## config.mk

```make
export PLATFORM = sky130hd
export DESIGN_NAME = core
export DESIGN_NICKNAME = d
export VERILOG_FILES = /design/src/verilog/rv_isa_pkg.sv /design/src/verilog/pipe_pkg.sv /design/src/verilog/pipe_reg.sv /design/src/verilog/fetch_unit.sv /design/src/verilog/regfile.sv /design/src/verilog/decode_unit.sv /design/src/verilog/execute_unit.sv /design/src/verilog/core.sv
export SDC_FILE = /design/constraint.sdc
export NUM_CORES = 2
export LEC_CHECK = 0
export BUFFER_PORTS_ARGS = -buffer_cell sky130_fd_sc_hd__buf_4
export CAP_MARGIN = 0
export CORE_MARGIN = 2
export CORE_UTILIZATION = 69
export CTS_CLUSTER_SIZE = 8
export DETAILED_ROUTE_END_ITERATION = 8
export MAX_ROUTING_LAYER = met4
export PLACE_DENSITY = 0.86
export SLEW_MARGIN = 20
export SYNTH_ARGS = -nofsm -noshare
export SYNTH_HDL_FRONTEND = slang
export SYNTH_SLANG_ARGS = --single-unit
```

## constraint.sdc

```tcl
create_clock -name clk -period 18.1 [get_ports clk]
set_clock_uncertainty 0.2 [all_clocks]
set_input_delay 0.905 -clock clk [delete_from_list [all_inputs] [get_ports clk]]
set_output_delay 0.905 -clock clk [all_outputs]
set_load 0.05 [all_outputs]
```

## src/verilog/rv_isa_pkg.sv

```systemverilog
// RV32I encoding definitions shared by the decode and execute stages.
// Covers the opcodes, funct3/funct7 values, the instruction field layout
// and the internal ALU and branch operation codes.

package rv_isa_pkg;

    // major opcodes
    localparam logic [6:0] OP_IMM    = 7'b0010011;
    localparam logic [6:0] OP_REG    = 7'b0110011;
    localparam logic [6:0] OP_LUI    = 7'b0110111;
    localparam logic [6:0] OP_AUIPC  = 7'b0010111;
    localparam logic [6:0] OP_JAL    = 7'b1101111;
    localparam logic [6:0] OP_BRANCH = 7'b1100011;

    // alu funct3
    localparam logic [2:0] F3_ADD_SUB = 3'b000;
    localparam logic [2:0] F3_SLL     = 3'b001;
    localparam logic [2:0] F3_SLT     = 3'b010;
    localparam logic [2:0] F3_XOR     = 3'b100;
    localparam logic [2:0] F3_SRL_SRA = 3'b101;
    localparam logic [2:0] F3_OR      = 3'b110;
    localparam logic [2:0] F3_AND     = 3'b111;

    // branch funct3
    localparam logic [2:0] F3_BEQ = 3'b000;
    localparam logic [2:0] F3_BNE = 3'b001;
    localparam logic [2:0] F3_BLT = 3'b100;
    localparam logic [2:0] F3_BGE = 3'b101;

    // selects SUB and SRA
    localparam logic [6:0] FUNCT7_ALT = 7'b0100000;

    typedef struct packed {
        logic [6:0] funct7;
        logic [4:0] rs2;
        logic [4:0] rs1;
        logic [2:0] funct3;
        logic [4:0] rd;
        logic [6:0] opcode;
    } instr_t;

    typedef enum logic [3:0] {
        ALU_ADD, ALU_SUB, ALU_SLL, ALU_SLT, ALU_XOR,
        ALU_OR, ALU_AND, ALU_SRL, ALU_SRA, ALU_PASS_B
    } alu_op_t;

    typedef enum logic [2:0] {
        BR_NONE, BR_EQ, BR_NE, BR_LT, BR_GE, BR_JUMP
    } br_op_t;

endpackage

```

## src/verilog/pipe_pkg.sv

```systemverilog
// Pipeline packet layouts and core-wide constants.
// Each stage register carries one of these structs; the retire record
// is the architectural trace the core exposes per completed instruction.

package pipe_pkg;

    localparam int XLEN = 32;

    // fetch starts here out of reset
    localparam logic [XLEN-1:0] RESET_PC = 32'h0000_0000;

    // addi x0, x0, 0
    localparam logic [31:0] NOP_INSTR = 32'h0000_0013;

    typedef struct packed {
        logic [XLEN-1:0] pc;
        logic [31:0]     instr;
    } fetch_pkt_t;

    typedef struct packed {
        logic [XLEN-1:0]     pc;
        logic [4:0]          rs1;
        logic [4:0]          rs2;
        logic [XLEN-1:0]     rs1_val;
        logic [XLEN-1:0]     rs2_val;
        logic [XLEN-1:0]     imm;
        logic [4:0]          rd;
        logic                we;
        logic                use_imm;
        logic                use_pc;
        rv_isa_pkg::alu_op_t alu_op;
        rv_isa_pkg::br_op_t  br_op;
    } dec_pkt_t;

    typedef struct packed {
        logic [XLEN-1:0] pc;
        logic [4:0]      rd;
        logic            we;
        logic [XLEN-1:0] result;
    } wb_pkt_t;

    typedef struct packed {
        logic            valid;
        logic [XLEN-1:0] pc;
        logic            we;
        logic [4:0]      rd;
        logic [XLEN-1:0] data;
    } retire_t;

endpackage

```

## src/verilog/pipe_reg.sv

```systemverilog
// Stage register holding one payload plus a valid bit.
// Used between every pair of stages; flush or an invalid input drops
// the valid bit and keeps the old payload.

module pipe_reg #(
    parameter type payload_t = logic
) (
    input  logic     clk,
    input  logic     i_arst_n,
    input  logic     i_flush,
    input  logic     i_valid,
    input  payload_t i_data,
    output logic     o_valid,
    output payload_t o_data
);

    logic load;

    assign load = i_valid && !i_flush;

    always_ff @(posedge clk or negedge i_arst_n) begin
        if (!i_arst_n) begin
            o_valid <= 1'b0;
        end else begin
            o_valid <= load;
        end
    end

    // payload only moves with a live item
    always_ff @(posedge clk) begin
        if (load) begin
            o_data <= i_data;
        end
    end

endmodule

```

## src/verilog/fetch_unit.sv

```systemverilog
// Instruction fetch with the program counter and a four-phase req/ack
// port. One request is in flight at a time; a redirect during an
// outstanding request lets the handshake finish and drops its data.

module fetch_unit (
    input  logic                 clk,
    input  logic                 i_arst_n,
    input  logic                 i_redirect,
    input  logic [31:0]          i_redirect_pc,
    input  logic                 i_imem_ack,
    input  logic [31:0]          i_imem_data,
    output logic                 o_imem_req,
    output logic [31:0]          o_imem_addr,
    output logic                 o_valid,
    output pipe_pkg::fetch_pkt_t o_pkt
);

    typedef enum logic [1:0] {
        S_IDLE,
        S_WAIT_ACK,
        S_WAIT_REL
    } state_t;

    state_t      state;
    logic [31:0] pc;
    logic [31:0] req_addr;
    logic        discard;
    logic        done;
    logic        launch;
    logic [31:0] next_pc;

    assign done   = (state == S_WAIT_ACK) && i_imem_ack;
    assign launch = (state == S_IDLE) || ((state == S_WAIT_REL) && !i_imem_ack);

    // redirect wins over sequential advance
    assign next_pc = i_redirect       ? i_redirect_pc :
                     (done && !discard) ? pc + 32'd4  : pc;

    always_ff @(posedge clk or negedge i_arst_n) begin
        if (!i_arst_n) begin
            state    <= S_IDLE;
            pc       <= pipe_pkg::RESET_PC;
            req_addr <= pipe_pkg::RESET_PC;
            discard  <= 1'b0;
        end else begin
            pc <= next_pc;
            if (launch) begin
                state    <= S_WAIT_ACK;
                req_addr <= next_pc;
            end else if (done) begin
                state   <= S_WAIT_REL;
                discard <= 1'b0;
            end else if ((state == S_WAIT_ACK) && i_redirect) begin
                // wrong-path word still on its way
                discard <= 1'b1;
            end
        end
    end

    assign o_imem_req  = (state == S_WAIT_ACK);
    assign o_imem_addr = req_addr;

    assign o_valid     = done && !discard;
    assign o_pkt.pc    = req_addr;
    // keep bus data out of the pipe when nothing was fetched
    assign o_pkt.instr = o_valid ? i_imem_data : pipe_pkg::NOP_INSTR;

endmodule

```

## src/verilog/regfile.sv

```systemverilog
// 32 x 32 integer register file, x0 reads as zero.
// Two read ports with write-through so decode sees the writeback value.

module regfile (
    input  logic        clk,
    input  logic        i_arst_n,
    input  logic [4:0]  i_rs1,
    input  logic [4:0]  i_rs2,
    input  logic        i_we,
    input  logic [4:0]  i_rd,
    input  logic [31:0] i_wdata,
    output logic [31:0] o_rs1_val,
    output logic [31:0] o_rs2_val
);

    logic [31:0] regs [1:31];

    always_ff @(posedge clk or negedge i_arst_n) begin
        if (!i_arst_n) begin
            for (int i = 1; i < 32; i++) begin
                regs[i] <= '0;
            end
        end else if (i_we && (i_rd != 5'd0)) begin
            regs[i_rd] <= i_wdata;
        end
    end

    assign o_rs1_val = (i_rs1 == 5'd0)              ? 32'd0   :
                       (i_we && (i_rd == i_rs1))     ? i_wdata : regs[i_rs1];
    assign o_rs2_val = (i_rs2 == 5'd0)              ? 32'd0   :
                       (i_we && (i_rd == i_rs2))     ? i_wdata : regs[i_rs2];

endmodule

```

## src/verilog/decode_unit.sv

```systemverilog
// Decode stage logic between IF/ID and ID/EX.
// Splits the instruction word, builds the immediate, sets the ALU and
// branch controls and passes along the register file read data.

module decode_unit (
    input  pipe_pkg::fetch_pkt_t i_pkt,
    input  logic [31:0]          i_rs1_val,
    input  logic [31:0]          i_rs2_val,
    output logic [4:0]           o_rs1,
    output logic [4:0]           o_rs2,
    output pipe_pkg::dec_pkt_t   o_pkt
);

    rv_isa_pkg::instr_t ins;
    logic [31:0]        imm_i;
    logic [31:0]        imm_u;
    logic [31:0]        imm_b;
    logic [31:0]        imm_j;
    logic               alt;

    assign ins = rv_isa_pkg::instr_t'(i_pkt.instr);
    assign alt = (ins.funct7 == rv_isa_pkg::FUNCT7_ALT);

    assign imm_i = {{20{ins.funct7[6]}}, ins.funct7, ins.rs2};
    assign imm_u = {ins.funct7, ins.rs2, ins.rs1, ins.funct3, 12'd0};
    assign imm_b = {{20{ins.funct7[6]}}, ins.rd[0], ins.funct7[5:0], ins.rd[4:1], 1'b0};
    assign imm_j = {{12{ins.funct7[6]}}, ins.rs1, ins.funct3, ins.rs2[0],
                    ins.funct7[5:0], ins.rs2[4:1], 1'b0};

    assign o_rs1 = ins.rs1;
    assign o_rs2 = ins.rs2;

    always_comb begin
        o_pkt         = '0;
        o_pkt.pc      = i_pkt.pc;
        o_pkt.rs1     = ins.rs1;
        o_pkt.rs2     = ins.rs2;
        o_pkt.rs1_val = i_rs1_val;
        o_pkt.rs2_val = i_rs2_val;
        o_pkt.rd      = ins.rd;
        o_pkt.alu_op  = rv_isa_pkg::ALU_ADD;
        o_pkt.br_op   = rv_isa_pkg::BR_NONE;

        case (ins.opcode)
            rv_isa_pkg::OP_IMM, rv_isa_pkg::OP_REG: begin
                o_pkt.we      = 1'b1;
                o_pkt.use_imm = (ins.opcode == rv_isa_pkg::OP_IMM);
                o_pkt.imm     = imm_i;
                case (ins.funct3)
                    rv_isa_pkg::F3_ADD_SUB: begin
                        // funct7 only means SUB on the register form
                        if (alt && !o_pkt.use_imm) begin
                            o_pkt.alu_op = rv_isa_pkg::ALU_SUB;
                        end
                    end
                    rv_isa_pkg::F3_SLL: o_pkt.alu_op = rv_isa_pkg::ALU_SLL;
                    rv_isa_pkg::F3_SLT: o_pkt.alu_op = rv_isa_pkg::ALU_SLT;
                    rv_isa_pkg::F3_XOR: o_pkt.alu_op = rv_isa_pkg::ALU_XOR;
                    rv_isa_pkg::F3_SRL_SRA: begin
                        o_pkt.alu_op = alt ? rv_isa_pkg::ALU_SRA : rv_isa_pkg::ALU_SRL;
                    end
                    rv_isa_pkg::F3_OR:  o_pkt.alu_op = rv_isa_pkg::ALU_OR;
                    rv_isa_pkg::F3_AND: o_pkt.alu_op = rv_isa_pkg::ALU_AND;
                    default:            o_pkt.we     = 1'b0;
                endcase
            end
            rv_isa_pkg::OP_LUI: begin
                o_pkt.we      = 1'b1;
                o_pkt.use_imm = 1'b1;
                o_pkt.imm     = imm_u;
                o_pkt.alu_op  = rv_isa_pkg::ALU_PASS_B;
            end
            rv_isa_pkg::OP_AUIPC: begin
                o_pkt.we      = 1'b1;
                o_pkt.use_imm = 1'b1;
                o_pkt.use_pc  = 1'b1;
                o_pkt.imm     = imm_u;
            end
            rv_isa_pkg::OP_JAL: begin
                o_pkt.we    = 1'b1;
                o_pkt.imm   = imm_j;
                o_pkt.br_op = rv_isa_pkg::BR_JUMP;
            end
            rv_isa_pkg::OP_BRANCH: begin
                o_pkt.imm = imm_b;
                case (ins.funct3)
                    rv_isa_pkg::F3_BEQ: o_pkt.br_op = rv_isa_pkg::BR_EQ;
                    rv_isa_pkg::F3_BNE: o_pkt.br_op = rv_isa_pkg::BR_NE;
                    rv_isa_pkg::F3_BLT: o_pkt.br_op = rv_isa_pkg::BR_LT;
                    rv_isa_pkg::F3_BGE: o_pkt.br_op = rv_isa_pkg::BR_GE;
                    default:            o_pkt.br_op = rv_isa_pkg::BR_NONE;
                endcase
            end
            default: o_pkt.we = 1'b0;
        endcase

        // x0 never written
        if (ins.rd == 5'd0) begin
            o_pkt.we = 1'b0;
        end
    end

endmodule

```

## src/verilog/execute_unit.sv

```systemverilog
// Execute stage logic between ID/EX and EX/WB.
// Forwards the writeback result into the operands, runs the ALU and
// resolves branches and JAL; a taken one redirects fetch and flushes
// the two younger stages.

module execute_unit (
    input  pipe_pkg::dec_pkt_t i_pkt,
    input  logic               i_wb_valid,
    input  pipe_pkg::wb_pkt_t  i_wb_pkt,
    output pipe_pkg::wb_pkt_t  o_pkt,
    output logic               o_redirect,
    output logic [31:0]        o_redirect_pc
);

    logic        wb_live;
    logic [31:0] rs1_fwd;
    logic [31:0] rs2_fwd;
    logic [31:0] op_a;
    logic [31:0] op_b;
    logic [4:0]  shamt;
    logic [31:0] alu_res;
    logic        taken;

    // only a writing entry in EX/WB can forward
    assign wb_live = i_wb_valid && i_wb_pkt.we;

    assign rs1_fwd = (wb_live && (i_wb_pkt.rd == i_pkt.rs1)) ? i_wb_pkt.result : i_pkt.rs1_val;
    assign rs2_fwd = (wb_live && (i_wb_pkt.rd == i_pkt.rs2)) ? i_wb_pkt.result : i_pkt.rs2_val;

    assign op_a  = i_pkt.use_pc  ? i_pkt.pc  : rs1_fwd;
    assign op_b  = i_pkt.use_imm ? i_pkt.imm : rs2_fwd;
    assign shamt = op_b[4:0];

    always_comb begin
        case (i_pkt.alu_op)
            rv_isa_pkg::ALU_ADD:    alu_res = op_a + op_b;
            rv_isa_pkg::ALU_SUB:    alu_res = op_a - op_b;
            rv_isa_pkg::ALU_SLL:    alu_res = op_a << shamt;
            rv_isa_pkg::ALU_SLT:    alu_res = {31'd0, $signed(op_a) < $signed(op_b)};
            rv_isa_pkg::ALU_XOR:    alu_res = op_a ^ op_b;
            rv_isa_pkg::ALU_OR:     alu_res = op_a | op_b;
            rv_isa_pkg::ALU_AND:    alu_res = op_a & op_b;
            rv_isa_pkg::ALU_SRL:    alu_res = op_a >> shamt;
            rv_isa_pkg::ALU_SRA:    alu_res = $unsigned($signed(op_a) >>> shamt);
            rv_isa_pkg::ALU_PASS_B: alu_res = op_b;
            default:                alu_res = op_a + op_b;
        endcase
    end

    // branches compare the register operands, never the immediate
    always_comb begin
        case (i_pkt.br_op)
            rv_isa_pkg::BR_EQ:   taken = (rs1_fwd == rs2_fwd);
            rv_isa_pkg::BR_NE:   taken = (rs1_fwd != rs2_fwd);
            rv_isa_pkg::BR_LT:   taken = ($signed(rs1_fwd) <  $signed(rs2_fwd));
            rv_isa_pkg::BR_GE:   taken = ($signed(rs1_fwd) >= $signed(rs2_fwd));
            rv_isa_pkg::BR_JUMP: taken = 1'b1;
            default:             taken = 1'b0;
        endcase
    end

    assign o_redirect    = taken;
    assign o_redirect_pc = i_pkt.pc + i_pkt.imm;

    // jal links the return address
    assign o_pkt.pc     = i_pkt.pc;
    assign o_pkt.rd     = i_pkt.rd;
    assign o_pkt.we     = i_pkt.we;
    assign o_pkt.result = (i_pkt.br_op == rv_isa_pkg::BR_JUMP) ? i_pkt.pc + 32'd4 : alu_res;

endmodule

```

## src/verilog/core.sv

```systemverilog
// Top of the four-stage RV32I integer core.
// Connects fetch, decode, execute and the three stage registers; the
// EX/WB register writes the register file and forms the retire trace.

module core (
    input  logic              clk,
    input  logic              i_arst_n,
    input  logic              i_imem_ack,
    input  logic [31:0]       i_imem_data,
    output logic              o_imem_req,
    output logic [31:0]       o_imem_addr,
    output pipe_pkg::retire_t o_retire
);

    pipe_pkg::fetch_pkt_t f_pkt, if_id_pkt;
    pipe_pkg::dec_pkt_t   d_pkt, id_ex_pkt, ex_pkt;
    pipe_pkg::wb_pkt_t    e_pkt, ex_wb_pkt;
    logic                 f_valid, if_id_valid, id_ex_valid, ex_wb_valid;
    logic [4:0]           rs1, rs2;
    logic [31:0]          rs1_val, rs2_val;
    logic                 redirect;
    logic [31:0]          redirect_pc;

    fetch_unit fetch_i (
        .clk(clk), .i_arst_n(i_arst_n),
        .i_redirect(redirect), .i_redirect_pc(redirect_pc),
        .i_imem_ack(i_imem_ack), .i_imem_data(i_imem_data),
        .o_imem_req(o_imem_req), .o_imem_addr(o_imem_addr),
        .o_valid(f_valid), .o_pkt(f_pkt)
    );

    pipe_reg #(.payload_t(pipe_pkg::fetch_pkt_t)) if_id_i (
        .clk(clk), .i_arst_n(i_arst_n), .i_flush(redirect),
        .i_valid(f_valid), .i_data(f_pkt),
        .o_valid(if_id_valid), .o_data(if_id_pkt)
    );

    decode_unit decode_i (
        .i_pkt(if_id_pkt), .i_rs1_val(rs1_val), .i_rs2_val(rs2_val),
        .o_rs1(rs1), .o_rs2(rs2), .o_pkt(d_pkt)
    );

    regfile regfile_i (
        .clk(clk), .i_arst_n(i_arst_n), .i_rs1(rs1), .i_rs2(rs2),
        .i_we(ex_wb_valid && ex_wb_pkt.we), .i_rd(ex_wb_pkt.rd), .i_wdata(ex_wb_pkt.result),
        .o_rs1_val(rs1_val), .o_rs2_val(rs2_val)
    );

    pipe_reg #(.payload_t(pipe_pkg::dec_pkt_t)) id_ex_i (
        .clk(clk), .i_arst_n(i_arst_n), .i_flush(redirect),
        .i_valid(if_id_valid), .i_data(d_pkt),
        .o_valid(id_ex_valid), .o_data(id_ex_pkt)
    );

    // a bubble in ID/EX must not redirect
    always_comb begin
        ex_pkt       = id_ex_pkt;
        ex_pkt.br_op = id_ex_valid ? id_ex_pkt.br_op : rv_isa_pkg::BR_NONE;
    end

    execute_unit execute_i (
        .i_pkt(ex_pkt), .i_wb_valid(ex_wb_valid), .i_wb_pkt(ex_wb_pkt),
        .o_pkt(e_pkt), .o_redirect(redirect), .o_redirect_pc(redirect_pc)
    );

    pipe_reg #(.payload_t(pipe_pkg::wb_pkt_t)) ex_wb_i (
        .clk(clk), .i_arst_n(i_arst_n), .i_flush(1'b0),
        .i_valid(id_ex_valid), .i_data(e_pkt),
        .o_valid(ex_wb_valid), .o_data(ex_wb_pkt)
    );

    assign o_retire.valid = ex_wb_valid;
    assign o_retire.pc    = ex_wb_pkt.pc;
    assign o_retire.we    = ex_wb_pkt.we;
    assign o_retire.rd    = ex_wb_pkt.rd;
    assign o_retire.data  = ex_wb_pkt.result;

endmodule

```

==> summary.md <==
| Metric | Value |
|---|---|
| Die W | 343 um |
| Max-cap violation count | 0 |
| Tightest Pin Transition | 1.35 ns |
| Final setup violating endpoints | 0 |
| Max rail drop VDD | 151 uV |
| Critical setup path kind | flop to flop |
| WL final | 300000 um |
| Register area share after synthesis | 44.3% |
| CTS Sinks | 1349 |
| Root Driver | clkbuf_16 |
| Synth Register Bits | 1349 |
| Share of cells above drive strength 1 | 36.6% |
| Row count | 124 |
| Main synth FF type | dfrtp_1 |
| H-tree depth | 4 |
| Initial Util | 69.5% |
| Syn nets | 6374 |
| Grt total ovfl | 0 |
| Flop-to-flop setup slack | 9.85 ns |
| Drt pass-1 iters | 7 |
| Drt drc | 0 |
| Asr flop ratio synth | 78.7% |
| Hold Slack | 0.130 ns |
| Unrepaired setup endpoints after global routing | false |
| Multi-input logic area | 42100 um^2 |
| Number of synthesized flops with an enable pin | 287 |
| Largest net degree at the start of global routing | 177 |
| Crit path DAT | 8.49 ns |
| Tot GR Track Use | 53.0% |
| Ranking of synthesized cells by area | dfrtp_1 (33%), mux4_2 (16%), mux2_2 (15%), edfxtp_1 (11%), mux2i_1 (3.4%) |
| PortBufs | 138 |
| Storage cell area | 35200 um^2 |
| Post-synthesis cell area | 79500 um^2 |
| Fin util | 76.6% |
| Routed len/inst | 38.8 um |
| Total number of vias | 61872 |
| Synth top area share | 33.4% |
| Core area | 114000 um^2 |
| Setup TNS | 0 ns |
| CTS tree | built |
| Max Freq | 121 MHz |
| Vias per cell | 7.99 |
| Maximum fanout along the worst path | 65 |
| Cell taking the most area after synthesis | dfrtp_1 |
| Synthesis-to-layout area growth | 10.2% |
| Die area | 118000 um^2 |
| Synth Instances | 6174 |
| Worst setup SP type | flop |
| Final period util | 45.6% |
| Crit path time final | 8.25 ns |
| Crit path required time | 18.34 ns |
| Post-synth cell types | 88 |
| Io pins | 139 |
| Worst-path clk slew | 0.06 ns |
| Vias in the first global route | 62638 |
| Hold Violations, Final | 0 |
| Iter 0 DRT Violations | 9495 |
| Outcome | finished clean |
| Die Ht | 343 um |
| Clock Latency Late Sink | 0.85 ns |
| Power per cell area | 98.6 nW/um^2 |
| Antenna Nets Post-Route | 0 |
| Mapped Avg Cell Area | 12.9 um^2 |
| Filler cells | 6086 |
| Leak pwr | 38.6 nW |
| Yosys warns | 0 |
| TritonCTS buffer count | 188 |
| Final slew viol count | 0 |
| First-pass GRT wire length | 434000 um |
| Placer Congestion | 1.09 |
| Fin nets | 6354 |
| Initial antenna violation count | 12 |
| Crit end category | flop |
| Relative max-transition margin | 8.97% |
| Maximum clock insertion buffer count | 3 |
| Worst Hold Class | primary input to flop |
| Detailed Place HPWL | 183000 um |
## power by group
group / internal [mW] / total (mW) / switching (mW) / leakage, nW
registers: 3.37 / 3.60 / 0.232 / 17.3
clock network: 1.89 / 3.29 / 1.40 / 2.55
logic: 0.647 / 1.75 / 1.10 / 18.8
## layout make-up
class	instances	area share, %
Antenna cell	9	0.0257
Clock buffer	237	5.62
Clock inverter	18	0.435
Inverter	126	0.548
Multi-Input combinational cell	4159	48.1
Sequential cell	1349	40.2
Tap cell	1512	2.16
Timing Repair Buffer	330	2.98
## final timing paths
check / from / cells past startpoint / endpoint
worst max-delay path: ex_wb_i.o_data[34] / 18 / id_ex_i.o_data[101]
worst min register to register: if_id_i.o_data[40] / 0 / id_ex_i.o_data[129]
worst max register to register: ex_wb_i.o_data[34] / 18 / id_ex_i.o_data[101]
max in group asynchronous: i_arst_n / 6 / regfile_i.regs[500]
worst min-delay path: i_imem_data[15] / 2 / if_id_i.o_data[15]
min in group asynchronous: i_arst_n / 2 / regfile_i.regs[634]
## cells by family after synthesis
group | Yosys count | synth area share (%)
muxes | 1916 | 34.9
AOI/OAI and AO/OA | 913 | 7.56
buffers and inverters | 666 | 3.24
xor gates and xnor gates | 130 | 1.46
DFF | 1349 | 44.3
adders and majority gates | 165 | 2.62
and+or+nand+nor | 1035 | 5.93
## routing by layer
layer  part of all wire, %  wire length (um)  vias up  global-route usage, %
met4                   8.8             26600        0                   36.5
met3                    14             41100     1838                   18.2
met5                     0                 0        -                      -
li1                      -                 -    23452                      -
met1                    34            101000    30734                   64.6
met2                    44            131000     5848                   74.7
## cell usage after synthesis (all sizes together) (13+ instances only)
cell       n
o21ai    185
nor2b     39
a221oi    21
nor2     379
a21oi    250
o211ai    24
nand2b    30
mux4     579
o22ai     36
mux2    1061
a22oi     18
a21o      64
or3       13
mux2i    276
inv      123
a211oi    30
and2      44
a31oi     48
edfxtp   287
a221o     13
xnor2     78
o21a      14
ha       162
xor2      52
nand3    107
nor3      49
nand4     57
o31ai     41
o221ai    25
clkbuf   441
nand2    261
dfrtp   1062
buf       99
a22o      36
and3      24
## placed cells by master, fill, tap and decap left out, drive strengths merged, types with 237 or more instances in the layout
master,n
nand2,261
dfrtp,1062
mux2,1061
nor2,379
edfxtp,287
a21oi,250
mux4,579
buf,329
mux2i,276
clkbuf,237
## timing repair
item | in CTS | in global routing
hold endpoints to repair | 50 | 0
resized for setup | 0 | 0
hold buffers | 1 | 0
buffers inserted | 0 | 0
## sequential cells by signal, indices dropped and copies added (netlist names), 2 cells and up
signal,count
fetch_i.o_imem_addr,32
fetch_i.state,2
regfile_i.regs,992
if_id_i.o_data,64
ex_wb_i.o_data,70
fetch_i.pc,32
id_ex_i.o_data,153
## through the flow
| stage | worst slack [ns] | power, mW | instance area (um^2) | cells |
|---|---|---|---|---|
| finish | 9.85 | 8.64 | 87600 | 7740 |
| global route | 9.46 | 8.83 | 87600 | 7740 |
| CTS | 10.06 | 8.55 | 87600 | 7731 |
| detailed placement | 10.11 | 5.28 | 82300 | 7475 |
| global placement | 10.29 | 5.23 | 82300 | 7474 |
| floorplan | 5.83 | 4.67 | 79500 | 6174 |
## worst max-delay path: stages, from the launching register on
cell	delay, ns
edfxtp_1	0.79
xnor2_2	0.21
o221a_2	0.68
nand3_1	0.64
mux2_2	0.47
ha_1	0.31
nor2b_1	0.14
o21a_1	0.16
o21a_1	0.16
o21ai_0	0.17
a21oi_1	0.10
o31ai_1	0.42
a21oi_1	0.16
a311oi_1	0.42
a311oi_4	0.09
buf_4	0.24
nor2b_4	0.80
buf_4	0.83
buf_4	0.72
(Power assumes the default switching activity.)
